===== config.mk =====
export PLATFORM = sky130hd
export DESIGN_NAME = refill_top
export DESIGN_NICKNAME = d
export VERILOG_FILES = /design/src/source/refill_pkg.sv /design/src/source/bus_cmd_fifo.sv /design/src/source/refill_fsm.sv /design/src/source/refill_top.sv /design/src/source/victim_select.sv
export VERILOG_INCLUDE_DIRS = /design/src /design/src/include
export SDC_FILE = /design/constraint.sdc
export NUM_CORES = 1
export LEC_CHECK = 0
export BUFFER_PORTS_ARGS = -buffer_cell sky130_fd_sc_hd__buf_2
export CORE_ASPECT_RATIO = 1.75
export CORE_UTILIZATION = 54
export DETAILED_ROUTE_END_ITERATION = 12
export GPL_TIMING_DRIVEN = 0
export PLACE_DENSITY_LB_ADDON = 0.12
export SLEW_MARGIN = 10
export SYNTH_ARGS = -nofsm -noshare
export SYNTH_HDL_FRONTEND = slang
export SYNTH_HIERARCHICAL = 1
export SYNTH_SLANG_ARGS = --single-unit

===== constraint.sdc =====
create_clock -name clk -period 7.7 [get_ports clk]
set_input_delay 0.77 -clock clk [delete_from_list [all_inputs] [get_ports clk]]
set_output_delay 0.77 -clock clk [all_outputs]
set_load 0.02 [all_outputs]

===== src/include/refill_defines.svh =====
`ifndef REFILL_DEFINES_SVH
`define REFILL_DEFINES_SVH

// bus and data widths
`define REFILL_ADDR_W          32
`define REFILL_DATA_W          32

// address split: tag | set | byte offset within the line
`define REFILL_TAG_W           21
`define REFILL_SET_W           5
`define REFILL_OFFSET_W        6
`define REFILL_WAY_W           2   // four ways per set

`define REFILL_LINE_WORDS      16  // 64-byte line of 32-bit words
`define REFILL_BURST_W         5   // wide enough to carry a count of 16

`define REFILL_CMD_FIFO_DEPTH  2

// tag-RAM word layout, tag in the low bits and zeros above the dirty bit
`define REFILL_TAG_VALID_BIT   21
`define REFILL_TAG_DIRTY_BIT   22

// packed bus command: address, byte enables, read, write, write data,
// begin-burst flag and burst count
`define REFILL_CMD_W (`REFILL_ADDR_W + `REFILL_DATA_W / 8 + 2 + `REFILL_DATA_W + 1 + \
                      `REFILL_BURST_W)

`endif


===== src/source/refill_pkg.sv =====
`default_nettype none

`include "refill_defines.svh"

package refill_pkg;

  typedef logic [`REFILL_ADDR_W-1:0]     addr_t;     // byte address
  typedef logic [`REFILL_DATA_W-1:0]     word_t;     // data word, also a tag-RAM word
  typedef logic [`REFILL_DATA_W/8-1:0]   byte_en_t;
  typedef logic [`REFILL_TAG_W-1:0]      tag_t;
  typedef logic [`REFILL_SET_W-1:0]      set_t;
  typedef logic [`REFILL_WAY_W-1:0]      way_t;

  // word within a line, the two byte-offset bits are dropped
  typedef logic [`REFILL_OFFSET_W-3:0]   word_index_t;

  // data RAM is addressed per way by set and word index
  typedef logic [`REFILL_SET_W+`REFILL_OFFSET_W-3:0] data_ram_addr_t;

  typedef logic [`REFILL_BURST_W-1:0]    burst_t;

  typedef enum logic [1:0] {
    op_none,
    op_io,    // single uncached read or write
    op_fill,  // line refill after a miss
    op_init   // clear every tag entry
  } req_op_t;

  typedef enum logic [2:0] {
    state_idle,
    state_io_wait,
    state_victim_check,
    state_write_back,
    state_read_in,
    state_settle,
    state_init
  } refill_state_t;

endpackage

`default_nettype wire


===== src/source/bus_cmd_fifo.sv =====
`default_nettype none

module bus_cmd_fifo #(
  parameter int WIDTH = 8,
  parameter int DEPTH = 2
) (
  input  logic             clk,
  input  logic             rest,
  input  logic             push,
  input  logic [WIDTH-1:0] push_data,
  input  logic             pop,
  output logic [WIDTH-1:0] head_data,
  output logic             full,
  output logic             empty
);

  localparam int PTR_W = $clog2(DEPTH);
  localparam int CNT_W = $clog2(DEPTH + 1);

  logic [WIDTH-1:0] mem [DEPTH];
  logic [PTR_W-1:0] wr_ptr;
  logic [PTR_W-1:0] rd_ptr;
  logic [CNT_W-1:0] count;
  logic             bypass;
  logic             do_push;
  logic             do_pop;

  // pointers wrap by compare so any depth works, not only powers of two
  function automatic logic [PTR_W-1:0] next_ptr(input logic [PTR_W-1:0] ptr);
    return (ptr == PTR_W'(DEPTH - 1)) ? '0 : ptr + 1'b1;
  endfunction

  assign empty = (count == '0);
  assign full  = (count == CNT_W'(DEPTH));

  // a word pushed into an empty buffer and taken in the same cycle never gets stored
  assign bypass  = empty && push && pop;
  assign do_push = push && !full && !bypass;
  assign do_pop  = pop && !empty;  // pop on an empty buffer does nothing

  // head shows zero when nothing is queued, so no command appears on the bus
  assign head_data = !empty ? mem[rd_ptr] : (push ? push_data : '0);

  always_ff @(posedge clk or negedge rest) begin
    if (!rest) begin
      wr_ptr <= '0;
      rd_ptr <= '0;
      count  <= '0;
    end else begin
      if (do_push) wr_ptr <= next_ptr(wr_ptr);
      if (do_pop) rd_ptr <= next_ptr(rd_ptr);
      case ({do_push, do_pop})
        2'b10:   count <= count + 1'b1;
        2'b01:   count <= count - 1'b1;
        default: count <= count;
      endcase
    end
  end

  always_ff @(posedge clk) begin
    if (do_push) mem[wr_ptr] <= push_data;
  end

endmodule

`default_nettype wire


===== src/source/refill_fsm.sv =====
`default_nettype none

`include "refill_defines.svh"

module refill_fsm (
  input  logic                       clk,
  input  logic                       rest,
  input  refill_pkg::req_op_t        req_op,
  input  refill_pkg::addr_t          req_address,
  input  refill_pkg::word_t          req_wdata,
  input  refill_pkg::byte_en_t       req_byte_en,
  input  logic                       req_read,
  output logic                       req_ready,
  output refill_pkg::word_t          rsp_data,
  output refill_pkg::set_t           set_index,
  input  refill_pkg::way_t           victim_way,
  output logic                       fill_start,
  output logic                       cmd_push,
  output logic [`REFILL_CMD_W-1:0]   cmd_word,
  input  logic                       cmd_full,
  input  logic                       cmd_empty,
  input  logic                       bus_wait,
  input  logic                       bus_read_head,
  input  logic                       bus_write_head,
  input  refill_pkg::word_t          bus_rdata,
  input  logic                       bus_rdata_valid,
  output refill_pkg::data_ram_addr_t data_ram_addr,
  output refill_pkg::way_t           data_ram_way,
  input  refill_pkg::word_t          data_ram_rdata,
  output logic                       data_ram_we,
  output refill_pkg::word_t          data_ram_wdata,
  output refill_pkg::set_t           tag_ram_set,
  output refill_pkg::way_t           tag_ram_way,
  input  refill_pkg::word_t          tag_ram_rdata,
  output logic                       tag_ram_we,
  output refill_pkg::word_t          tag_ram_wdata
);

  import refill_pkg::*;

  localparam int SET_LO = `REFILL_OFFSET_W;
  localparam int TAG_LO = `REFILL_OFFSET_W + `REFILL_SET_W;
  localparam int INIT_W = `REFILL_SET_W + `REFILL_WAY_W + 1;  // top bit flags the end of init
  localparam int BYTE_OFS_W = `REFILL_OFFSET_W - $bits(word_index_t);
  localparam burst_t LINE_BURST = burst_t'(`REFILL_LINE_WORDS);

  refill_state_t     state;
  addr_t             fill_addr;
  way_t              fill_way;
  tag_t              victim_tag;
  set_t              fill_set;
  tag_t              fill_tag;
  burst_t            rd_cnt;     // data-RAM reads issued during write-back
  burst_t            push_cnt;   // write commands pushed
  word_index_t       acc_cnt;    // write commands taken by the bus
  word_index_t       rx_cnt;     // read beats received
  word_index_t       wb_index;
  logic              rd_valid;   // data_ram_rdata holds the word at push_cnt
  logic              rd_issued;
  logic [INIT_W-1:0] init_cnt;
  logic              victim_dirty;
  logic              io_push;
  logic              wb_push;
  logic              wb_read;
  logic              wb_accept;
  logic              rd_push;
  logic              beat;

  function automatic addr_t word_addr(input tag_t tag, input set_t set_idx,
                                      input word_index_t index);
    return {tag, set_idx, index, {BYTE_OFS_W{1'b0}}};
  endfunction

  assign fill_set  = fill_addr[TAG_LO-1:SET_LO];
  assign fill_tag  = fill_addr[`REFILL_ADDR_W-1:TAG_LO];
  assign set_index = req_address[TAG_LO-1:SET_LO];

  // only a line that is both valid and modified goes back to memory
  assign victim_dirty = tag_ram_rdata[`REFILL_TAG_VALID_BIT] &&
                        tag_ram_rdata[`REFILL_TAG_DIRTY_BIT];

  assign fill_start = (state == state_idle) && (req_op == op_fill);
  assign io_push    = (state == state_idle) && (req_op == op_io);

  // write-back pipeline: RAM read, then push the word one cycle later
  assign wb_push   = (state == state_write_back) && rd_valid && !cmd_full;
  assign wb_read   = (state == state_write_back) && (rd_cnt < LINE_BURST) &&
                     (!rd_valid || wb_push);
  assign wb_accept = (state == state_write_back) && bus_write_head && !bus_wait;

  // the read command waits for an empty FIFO so it is pushed exactly once
  assign rd_push = (state == state_read_in) && !rd_issued && cmd_empty;
  assign beat    = (state == state_read_in) && bus_rdata_valid;

  assign cmd_push = io_push || wb_push || rd_push;

  assign req_ready = (state == state_settle) ||
                     ((state == state_io_wait) && (req_read ? bus_rdata_valid : cmd_empty));
  assign rsp_data  = bus_rdata;

  // while a push is stalled the RAM keeps re-reading the pending word
  assign wb_index = (rd_valid && !wb_push) ? word_index_t'(push_cnt) : word_index_t'(rd_cnt);

  always_comb begin
    cmd_word = '0;
    if (io_push) begin
      cmd_word = {req_address, req_byte_en, req_read, !req_read, req_wdata,
                  1'b0, burst_t'(1)};
    end else if (wb_push) begin
      cmd_word = {word_addr(victim_tag, fill_set, word_index_t'(push_cnt)), byte_en_t'('1),
                  1'b0, 1'b1, data_ram_rdata, push_cnt == '0, LINE_BURST};
    end else if (rd_push) begin
      cmd_word = {word_addr(fill_tag, fill_set, '0), byte_en_t'('1),
                  1'b1, 1'b0, word_t'('0), 1'b1, LINE_BURST};
    end
  end

  assign data_ram_way   = fill_way;
  assign data_ram_addr  = (state == state_write_back) ? {fill_set, wb_index} : {fill_set, rx_cnt};
  assign data_ram_we    = beat;       // each beat goes straight into the line
  assign data_ram_wdata = bus_rdata;

  always_comb begin
    case (state)
      state_init: begin
        tag_ram_set = init_cnt[`REFILL_SET_W-1:0];
        tag_ram_way = init_cnt[`REFILL_SET_W+`REFILL_WAY_W-1:`REFILL_SET_W];
      end
      state_idle: begin  // look up the victim so its tag is ready next cycle
        tag_ram_set = set_index;
        tag_ram_way = victim_way;
      end
      default: begin
        tag_ram_set = fill_set;
        tag_ram_way = fill_way;
      end
    endcase
  end

  assign tag_ram_we = (beat && (rx_cnt == '0)) ||
                      ((state == state_init) && !init_cnt[INIT_W-1]);

  always_comb begin
    tag_ram_wdata = '0;  // init clears the whole entry
    if (state == state_read_in) begin
      tag_ram_wdata[`REFILL_TAG_W-1:0]     = fill_tag;
      tag_ram_wdata[`REFILL_TAG_VALID_BIT] = 1'b1;  // new line is valid and clean
    end
  end

  always_ff @(posedge clk or negedge rest) begin
    if (!rest) begin
      state     <= state_idle;
      rd_cnt    <= '0;
      push_cnt  <= '0;
      acc_cnt   <= '0;
      rx_cnt    <= '0;
      rd_valid  <= 1'b0;
      rd_issued <= 1'b0;
      init_cnt  <= '0;
    end else begin
      case (state)
        state_idle: begin
          init_cnt <= '0;
          case (req_op)
            op_io:   state <= state_io_wait;
            op_fill: state <= state_victim_check;
            op_init: state <= state_init;
            default: state <= state_idle;
          endcase
        end
        state_io_wait: begin
          if (req_ready) state <= state_idle;
        end
        state_victim_check: begin
          rd_cnt    <= '0;
          push_cnt  <= '0;
          acc_cnt   <= '0;
          rx_cnt    <= '0;
          rd_valid  <= 1'b0;
          rd_issued <= 1'b0;
          state     <= victim_dirty ? state_write_back : state_read_in;
        end
        state_write_back: begin
          if (wb_read) rd_cnt <= rd_cnt + 1'b1;
          if (wb_push) push_cnt <= push_cnt + 1'b1;
          rd_valid <= wb_read || (rd_valid && !wb_push);
          if (wb_accept) begin
            acc_cnt <= acc_cnt + 1'b1;
            // last write taken means the FIFO is drained as well
            if (acc_cnt == '1) state <= state_read_in;
          end
        end
        state_read_in: begin
          if (bus_read_head && !bus_wait) rd_issued <= 1'b1;
          if (beat) begin
            rx_cnt <= rx_cnt + 1'b1;
            if (rx_cnt == '1) state <= state_settle;
          end
        end
        state_settle: begin
          state <= state_idle;
        end
        state_init: begin
          init_cnt <= init_cnt + 1'b1;
          if (init_cnt[INIT_W-1]) state <= state_settle;  // one idle cycle after entry 127
        end
        default: begin
          state <= state_idle;
        end
      endcase
    end
  end

  always_ff @(posedge clk) begin
    if (fill_start) begin
      fill_addr <= req_address;
      fill_way  <= victim_way;
    end
    if (state == state_victim_check) victim_tag <= tag_ram_rdata[`REFILL_TAG_W-1:0];
  end

endmodule

`default_nettype wire


===== src/source/refill_top.sv =====
`default_nettype none

`include "refill_defines.svh"

module refill_top (
  input  logic                       clk,
  input  logic                       rest,
  input  refill_pkg::req_op_t        req_op,
  input  refill_pkg::addr_t          req_address,
  input  refill_pkg::word_t          req_wdata,
  input  refill_pkg::byte_en_t       req_byte_en,
  input  logic                       req_read,
  input  logic                       free_valid,
  input  refill_pkg::way_t           free_way,
  output logic                       req_ready,
  output refill_pkg::word_t          rsp_data,
  output refill_pkg::addr_t          bus_address,
  output refill_pkg::byte_en_t       bus_byte_en,
  output logic                       bus_read,
  output logic                       bus_write,
  output refill_pkg::word_t          bus_wdata,
  input  logic                       bus_wait,
  output logic                       bus_begin_burst,
  output refill_pkg::burst_t         bus_burst_count,
  input  refill_pkg::word_t          bus_rdata,
  input  logic                       bus_rdata_valid,
  output refill_pkg::data_ram_addr_t data_ram_addr,
  output refill_pkg::way_t           data_ram_way,
  input  refill_pkg::word_t          data_ram_rdata,
  output logic                       data_ram_we,
  output refill_pkg::word_t          data_ram_wdata,
  output refill_pkg::set_t           tag_ram_set,
  output refill_pkg::way_t           tag_ram_way,
  input  refill_pkg::word_t          tag_ram_rdata,
  output logic                       tag_ram_we,
  output refill_pkg::word_t          tag_ram_wdata
);

  import refill_pkg::*;

  set_t                     set_index;
  way_t                     victim_way;
  logic                     fill_start;
  logic                     cmd_push;
  logic [`REFILL_CMD_W-1:0] cmd_word;
  logic [`REFILL_CMD_W-1:0] cmd_head;
  logic                     cmd_full;
  logic                     cmd_empty;
  logic                     cmd_pop;

  // field order has to match the packing in refill_fsm
  assign {bus_address, bus_byte_en, bus_read, bus_write, bus_wdata,
          bus_begin_burst, bus_burst_count} = cmd_head;

  assign cmd_pop = (bus_read || bus_write) && !bus_wait;  // command taken by the bus

  refill_fsm u_fsm (
    .clk             (clk),
    .rest            (rest),
    .req_op          (req_op),
    .req_address     (req_address),
    .req_wdata       (req_wdata),
    .req_byte_en     (req_byte_en),
    .req_read        (req_read),
    .req_ready       (req_ready),
    .rsp_data        (rsp_data),
    .set_index       (set_index),
    .victim_way      (victim_way),
    .fill_start      (fill_start),
    .cmd_push        (cmd_push),
    .cmd_word        (cmd_word),
    .cmd_full        (cmd_full),
    .cmd_empty       (cmd_empty),
    .bus_wait        (bus_wait),
    .bus_read_head   (bus_read),
    .bus_write_head  (bus_write),
    .bus_rdata       (bus_rdata),
    .bus_rdata_valid (bus_rdata_valid),
    .data_ram_addr   (data_ram_addr),
    .data_ram_way    (data_ram_way),
    .data_ram_rdata  (data_ram_rdata),
    .data_ram_we     (data_ram_we),
    .data_ram_wdata  (data_ram_wdata),
    .tag_ram_set     (tag_ram_set),
    .tag_ram_way     (tag_ram_way),
    .tag_ram_rdata   (tag_ram_rdata),
    .tag_ram_we      (tag_ram_we),
    .tag_ram_wdata   (tag_ram_wdata)
  );

  victim_select u_victim (
    .clk        (clk),
    .rest       (rest),
    .set_index  (set_index),
    .free_valid (free_valid),
    .free_way   (free_way),
    .fill_start (fill_start),
    .way        (victim_way)
  );

  bus_cmd_fifo #(
    .WIDTH (`REFILL_CMD_W),
    .DEPTH (`REFILL_CMD_FIFO_DEPTH)
  ) u_cmd_fifo (
    .clk       (clk),
    .rest      (rest),
    .push      (cmd_push),
    .push_data (cmd_word),
    .pop       (cmd_pop),
    .head_data (cmd_head),
    .full      (cmd_full),
    .empty     (cmd_empty)
  );

endmodule

`default_nettype wire


===== src/source/victim_select.sv =====
`default_nettype none

module victim_select (
  input  logic             clk,
  input  logic             rest,
  input  refill_pkg::set_t set_index,
  input  logic             free_valid,
  input  refill_pkg::way_t free_way,
  input  logic             fill_start,
  output refill_pkg::way_t way
);

  import refill_pkg::*;

  localparam int SETS = 2 ** $bits(set_t);

  // one round-robin pointer per set, it names the next way to evict
  way_t rr_count [SETS];

  // a free way always wins over eviction
  assign way = free_valid ? free_way : rr_count[set_index];

  always_ff @(posedge clk or negedge rest) begin
    if (!rest) begin
      for (int i = 0; i < SETS; i++) begin
        rr_count[i] <= '0;
      end
    end else if (fill_start && !free_valid) begin
      rr_count[set_index] <= rr_count[set_index] + 1'b1;  // wraps from 3 back to 0
    end
  end

endmodule

`default_nettype wire


# Word level (Yosys, flattened, before mapping)
# Memories as Yosys holds them, arrays and structs flattened.
# Cells that the tools add are included.
dict set report totals {
  ff_bits 154
  ramBits 152
  out_inout_bits 193
  memories 1
}
dict set report op_classes {
  n_addsub 10
  n_lt_le_gt_ge 3
  n_eq_ne 23
  muxes 44
  n_bitwise 1
  n_reduce_logical 56
}
# name words word_bits rd rd_ports_with_merged_regs write_ports line_no
set memory_table {}
lappend memory_table {u_cmd_fifo.mem 2 76 1 0 1 bus_cmd_fifo.sv:20} ;# logic [WIDTH-1:0] mem [DEPTH];
# cell count
set ops {}
lappend ops {{$mux W76} 5}
lappend ops {{$bwmux W64} 1}
lappend ops {{$pmux W5 S2} 3}
lappend ops {{$logic_and A1 B1 Y1} 25}
lappend ops {{$mux W22} 1}
lappend ops {{$mux W3} 7}
lappend ops {{$pmux W3 S6} 1}
lappend ops {{$mux W4} 4}
lappend ops {{$pmux W4 S2} 2}
lappend ops {{$pmux W8 S2} 1}
lappend ops {{$add A5 B1 Y5 const B} 2}
lappend ops {{$bmux W2 S5} 1}
lappend ops {{$demux W2 S5} 1}
lappend ops {{$logic_not A1 Y1} 10}
lappend ops {{$mux W5} 2}
lappend ops {{$ne A2 B1 Y1 const B} 5}
lappend ops {{$reduce_and A2 Y1} 5}
lappend ops {{$eq A3 B3 Y1 const B} 3}
lappend ops {{$pmux W3 S3} 1}
lappend ops {{$add A4 B1 Y4 const B} 2}
lappend ops {{$add A8 B1 Y8 const B} 1}
lappend ops {{$eq A2 B2 Y1 const B} 4}
lappend ops {{$eq A4 B4 Y1 const B} 2}
lappend ops {{$mux W2} 4}
lappend ops {{other kinds (21)} 44}

# Longest topological paths before layout
dict set report depth {
  word_depth 15
  depth_mapped 18
}

# Hierarchy
# Netlist, hierarchy kept.
# module n_inst cells_per_inst area_per_inst_um2 seq_area_each_um2
set by_module_without_submodules {}
lappend by_module_without_submodules {bus_cmd_fifo 1 432 6480.0 4664.5}
lappend by_module_without_submodules {refill_fsm 1 521 5218.8 2247.2}
lappend by_module_without_submodules {victim_select 1 278 3428.3 1601.5}
lappend by_module_without_submodules {refill_top 1 1 10.0 0.0}

# Worst setup path before layout
# OpenSTA, ideal clock, no wires.
dict set report synth_timing {
  path_type {input-to-reg}
  startpoint {input req_op[1]}
  endpoint {memory u_cmd_fifo/mem[0][0] (netlist bit), enable pin}
  setup_time_ns 0.511
  arrival_time_ns 5.941
  required_ns 7.189
  setup_slack_ns 1.248
  path_stages 12
  path_buffers 3
  cell_sequence {nand2b_1 > nor2_8 > buf_4 > or2_2 > clkbuf_1 > buf_2 > nand3_1 > o21ai_0 > o21ba_1 > nor2_1 > o21ai_1 > nor2_1}
}
dict set report synth_between {
  elab_chain_cells 13
}
# item line_no
set synth_rtl {}
lappend synth_rtl {{from (decl)} refill_top.sv:8} ;# input refill_pkg::req_op_t req_op,
lappend synth_rtl {{$eq A2 B1 Y1} refill_fsm.sv:83} ;# assign io_push = (state == state_idle) && (req_op == op_io);
lappend synth_rtl {{$logic_and A1 B1 Y1} refill_fsm.sv:83}
lappend synth_rtl {{$logic_or A1 B1 Y1 (2 in series)} refill_fsm.sv:95} ;# assign cmd_push = io_push || wb_push || rd_push;
lappend synth_rtl {{named net cmd_push} refill_top.sv:44} ;# logic cmd_push;
lappend synth_rtl {{$mux W76 (2 in series)} bus_cmd_fifo.sv:42} ;# assign head_data = !empty ? mem[rd_ptr] : (push ? push_data : '0);
lappend synth_rtl {{named net bus_read} refill_top.sv:19} ;# output logic bus_read,
lappend synth_rtl {{$logic_or A1 B1 Y1} refill_top.sv:55} ;# assign cmd_pop = (bus_read || bus_write) && !bus_wait;
lappend synth_rtl {{$logic_and A1 B1 Y1} refill_top.sv:55}
lappend synth_rtl {{named net cmd_pop} refill_top.sv:49} ;# logic cmd_pop;
lappend synth_rtl {{$logic_and A1 B1 Y1} bus_cmd_fifo.sv:37} ;# assign bypass = empty && push && pop;
lappend synth_rtl {{$logic_not A1 Y1} bus_cmd_fifo.sv:38} ;# assign do_push = push && !full && !bypass;
lappend synth_rtl {{$logic_and A1 B1 Y1} bus_cmd_fifo.sv:38}
lappend synth_rtl {{$mux W1} bus_cmd_fifo.sv:61} ;# if (do_push) mem[wr_ptr] <= push_data;
lappend synth_rtl {{$mux W1 (implied by the code)} bus_cmd_fifo.sv:61}
lappend synth_rtl {{to (decl)} bus_cmd_fifo.sv:20}
# The timed path passes the listed nets, and every way through them passes these cells.

# Worst setup path in the final report
dict set report layout_timing {
  startpoint {register u_cmd_fifo.count[0]}
  endpoint {memory u_cmd_fifo/mem[0][30] (netlist bit), enable pin}
}
# item line_no
set layout_rtl {}
lappend layout_rtl {{from (decl)} bus_cmd_fifo.sv:23} ;# logic [CNT_W-1:0] count;
lappend layout_rtl {{from (signal assigned)} bus_cmd_fifo.sv:53} ;# 2'b10: count <= count + 1'b1;
lappend layout_rtl {{from (signal assigned)} bus_cmd_fifo.sv:54} ;# 2'b01: count <= count - 1'b1;
lappend layout_rtl {{from (signal assigned)} bus_cmd_fifo.sv:55} ;# default: count <= count;
lappend layout_rtl {{$logic_not A2 Y1} bus_cmd_fifo.sv:33} ;# assign empty = (count == '0);
lappend layout_rtl {{named net cmd_empty} refill_top.sv:48} ;# logic cmd_empty;
lappend layout_rtl {{$logic_and A1 B1 Y1} refill_fsm.sv:92} ;# assign rd_push = (state == state_read_in) && !rd_issued && cmd_empty;
lappend layout_rtl {{$logic_or A1 B1 Y1} refill_fsm.sv:95}
lappend layout_rtl {{named net cmd_push} refill_top.sv:44}
lappend layout_rtl {{$mux W76 (2 in series)} bus_cmd_fifo.sv:42}
lappend layout_rtl {{$logic_or A1 B1 Y1} refill_top.sv:55}
lappend layout_rtl {{$logic_and A1 B1 Y1} refill_top.sv:55}
lappend layout_rtl {{named net cmd_pop} refill_top.sv:49}
lappend layout_rtl {{$logic_and A1 B1 Y1} bus_cmd_fifo.sv:37}
lappend layout_rtl {{$logic_not A1 Y1} bus_cmd_fifo.sv:38}
lappend layout_rtl {{$logic_and A1 B1 Y1} bus_cmd_fifo.sv:38}
lappend layout_rtl {{$mux W1} bus_cmd_fifo.sv:61}
lappend layout_rtl {{$mux W1 (implied by the code)} bus_cmd_fifo.sv:61}
# The timed path passes the listed nets, and every way through them passes these cells.

==> metrics.md <==
| Metric | Value |
|---|---|
| Top-level I/O count | `367` |
| DRC violation count after routing | `0` |
| CP required | `8.01 ns` |
| Highest clock rate | `0.202 GHz` |
| Fraction of layout cells with a size suffix above 1 | `37.5%` |
| Filler cells | `2165` |
| WP buf/inv | `7` |
| Register bit count reported by yosys | `300` |
| Gr usage total | `28.3%` |
| Post-Route WL | `40.9 mm` |
| Vertical die dimension | `223 um` |
| Max-Cap Viols | `0` |
| Dominant cell by count in the synthesized netlist | `sky130_fd_sc_hd__edfxtp_1` |
| Maximum clock insertion buffer count | `3` |
| Synth warn | `6` |
| Via count of the first global-routing pass | `11300` |
| Final Total Pwr | `6.09 mW` |
| Slew margin rel. | `21.8%` |
| Avg Vias per Cell | `5.63` |
| Clk sink count | `300` |
| Placeable Area | `27400 um2` |
| Cell chain of the critical path | `nor2_4 > buf_6 > buf_2 > nand2b_1 > o22ai_2 > buf_4 > or2_2 > clkbuf_1 > buf_2 > nand3_1 > o21ai_0 > o21ba_1 > nor2_1 > o21ai_1 > nor2_4 > buf_16 > buf_16` |
| RSZ-0062 raised after global routing | `no` |
| Post-synthesis instance area | `15100 um2` |
| Number of buffers added to fix hold violations after cts | `0` |
| Initial antenna violation count | `4` |
| Final setup TNS | `0 ns` |
| DIE WIDTH | `129 um` |
| Starting density of the core | `55.2%` |
| Final estimated routing congestion in global placement | `0.969` |
| Fin crit period | `4.96 ns` |
| CTS clk-pin slew, worst paths | `0.07 ns` |
| Critical path start-end classification | `reg -> reg` |
| Post-synthesis cell count | `1232` |
| DP HPWL | `30.6 mm` |
| Slowest Stage Delay on Critical Path | `0.47 ns` |
| Number of enable-type register cells in the synthesized netlist | `201` |
| Layout area overhead | `21.8%` |
| Flop2flop setup slack | `2.74 ns` |
| Cts repair resizes | `0` |
| Final slew viol count | `0` |
| Worst vdd rail ir drop | `0.000197 V` |
| Crit start category | `flip-flop` |
| Die outline area | `28700 um2` |
| # port buffers | `315` |
| Most used standard cells in the synthesized netlist | `sky130_fd_sc_hd__edfxtp_1 (201), sky130_fd_sc_hd__mux2i_1 (125), sky130_fd_sc_hd__buf_4 (104)` |
| Cell accounting for the most synthesized area | `sky130_fd_sc_hd__edfxtp_1` |
| Total CTS buffers | `28` |
| Actual slew at the worst max-slew pin | `1.17 ns` |
| Synth async-reset ratio | `33.0%` |
| Share of the synthesized area in the top cell type | `39.9%` |
| Seq/Total Area, Yosys | `56.2%` |
| Maximum fanout along the worst path | `20` |
| First-pass GRT wire length | `61.7 mm` |
| Arr. time, crit path | `5.26 ns` |
| Cell area after placement | `17400 um2` |
| First-pass iteration count of the detailed router | `5` |
| Total power per unit cell area | `330 nW/um2` |
| Top cells by area, synth | `sky130_fd_sc_hd__edfxtp_1 (40%), sky130_fd_sc_hd__dfrtp_1 (16%), sky130_fd_sc_hd__mux2i_1 (8.3%), sky130_fd_sc_hd__buf_4 (5.2%), sky130_fd_sc_hd__mux2_2 (3.9%)` |
| Hold Vio Cnt, Final | `0` |
| Post-CTS Setup Repair Bufs | `0` |
| Class of the tightest hold or removal check | `in -> async` |
| Count of standard-cell rows | `80` |
| Clock skew after layout | `0.0202 ns` |
| Skew-Pair Late Insertion Delay | `0.56 ns` |
| Leakage power total | `8.20 nW` |
| Grt total ovfl | `0` |
| Post-route cell area | `18400 um2` |
| Kind of cell adding the most delay to the critical path | `buffers and inverters` |
| Main flop type after synthesis | `sky130_fd_sc_hd__edfxtp_1` |
| Status | `finished clean` |
| CTS tree | `built` |
| Total Nets Final | `1779` |
| Routed vias | `11200` |
| Drt first-iter violations | `677` |
| Count of different cell masters after synthesis | `66` |
| Final Cycle Share | `64.4%` |
| Post-Syn Area per Cell | `12.3 um2` |
| Type of element capturing the critical path | `flip-flop` |
| Antenna-violating nets left | `0` |
| H-Tree Level Count | `1` |
| Cell at the slowest stage of the critical path | `sky130_fd_sc_hd__o21ai_1` |
| Largest net degree at the start of global routing | `64` |
| Root Driver | `sky130_fd_sc_hd__clkbuf_16` |
| Finish-stage setup viols | `0` |
| Post-DR wirelength/cell | `20.5 um` |
state kept, by name (all words and copies together), names as in the netlist, 5 cells and up:
| signal | flops |
|---|---|
| u_cmd_fifo/mem | 152 |
| u_fsm/fill_addr | 26 |
| u_fsm/init_cnt | 8 |
| u_fsm/push_cnt | 5 |
| u_fsm/rd_cnt | 5 |
| u_fsm/victim_tag | 21 |
| u_victim/rr_count | 64 |
per-layer routing:
layer | wire [um] | global-route usage, % | up-vias
li1 | - | - | 5228
met1 | 14200 | 30.4 | 5519
met2 | 22600 | 52.8 | 372
met3 | 2240 | 3.86 | 99
met4 | 1860 | 14.4 | 0
met5 | 0 | 0 | -
cells in the final DEF (no fill, tap or decap), drive strengths merged, types with 13 or more instances in the layout:
master and n:
nand3 98, inv 36, a22o 42, buf 478, nand2 60, clkbuf 60, edfxtp 201, conb 13
nor3 26, mux2 70, nor2 53, dfrtp 99, o21ai 91, a221o 22, mux2i 125
per-stage QoR:
step / instances / hold slack (ns) / setup WS [ns] / utilization (%)
after global placement: 1928 / 0.467 / -1.26 / 62.8
after global routing: 1992 / 0.223 / 2.40 / 67.2
final: 1992 / 0.199 / 2.74 / 67.2
after floorplan: 1244 / 0.445 / 1.25 / -
after detailed placement: 1936 / 0.478 / 2.69 / 63.6
after CTS: 1988 / 0.196 / 2.66 / 67.2
power breakdown:
part	internal [mW]	switching (mW)	total, mW
sequential	2.02	0.125	2.15
clock	0.879	0.604	1.48
combinational	0.841	1.62	2.46
total	3.74	2.35	6.09
path summary, 6_finish.rpt:
| kind | endpoint | start | cells after the start |
|---|---|---|---|
| max in group asynchronous | u_victim/rr_count[19] | rest | 2 |
| min in group clk | u_fsm/victim_tag[5] | tag_ram_rdata[5] | 1 |
| setup reg to reg | u_cmd_fifo/mem[0][30] | u_cmd_fifo/count[0] | 17 |
| setup / recovery | u_cmd_fifo/mem[0][30] | u_cmd_fifo/count[0] | 17 |
| hold / removal | u_fsm/init_cnt[1] | rest | 1 |
| hold reg to reg | u_fsm/acc_cnt[3] | u_fsm/acc_cnt[3] | 1 |
cells by family after synthesis:
family                     Yosys count  synth area share, %
other                                1               0.0248
AOI/OAI and AO/OA                  215                 10.2
adders and majority gates            8                0.661
xor gates and xnor gates             6                0.471
DFF                                300                 56.2
and+or+nand+nor                    296                 9.91
buffers and inverters              211                 8.67
muxes                              195                 13.8
final cells by class:
| class | count | area [um2] | area share (%) |
|---|---|---|---|
| multi-input cells | 733 | 5380 | 29.2 |
| repair buffers | 323 | 1780 | 9.63 |
| flip-flops and latches | 300 | 8510 | 46.2 |
| plain buffers | 176 | 1180 | 6.40 |
| diodes | 4 | 10.0 | 0.0543 |
| well taps | 369 | 462 | 2.50 |
| clock inverters | 13 | 169 | 0.916 |
| inverters | 35 | 131 | 0.712 |
| clock buffers | 39 | 820 | 4.44 |
(Power assumes the default switching activity.)
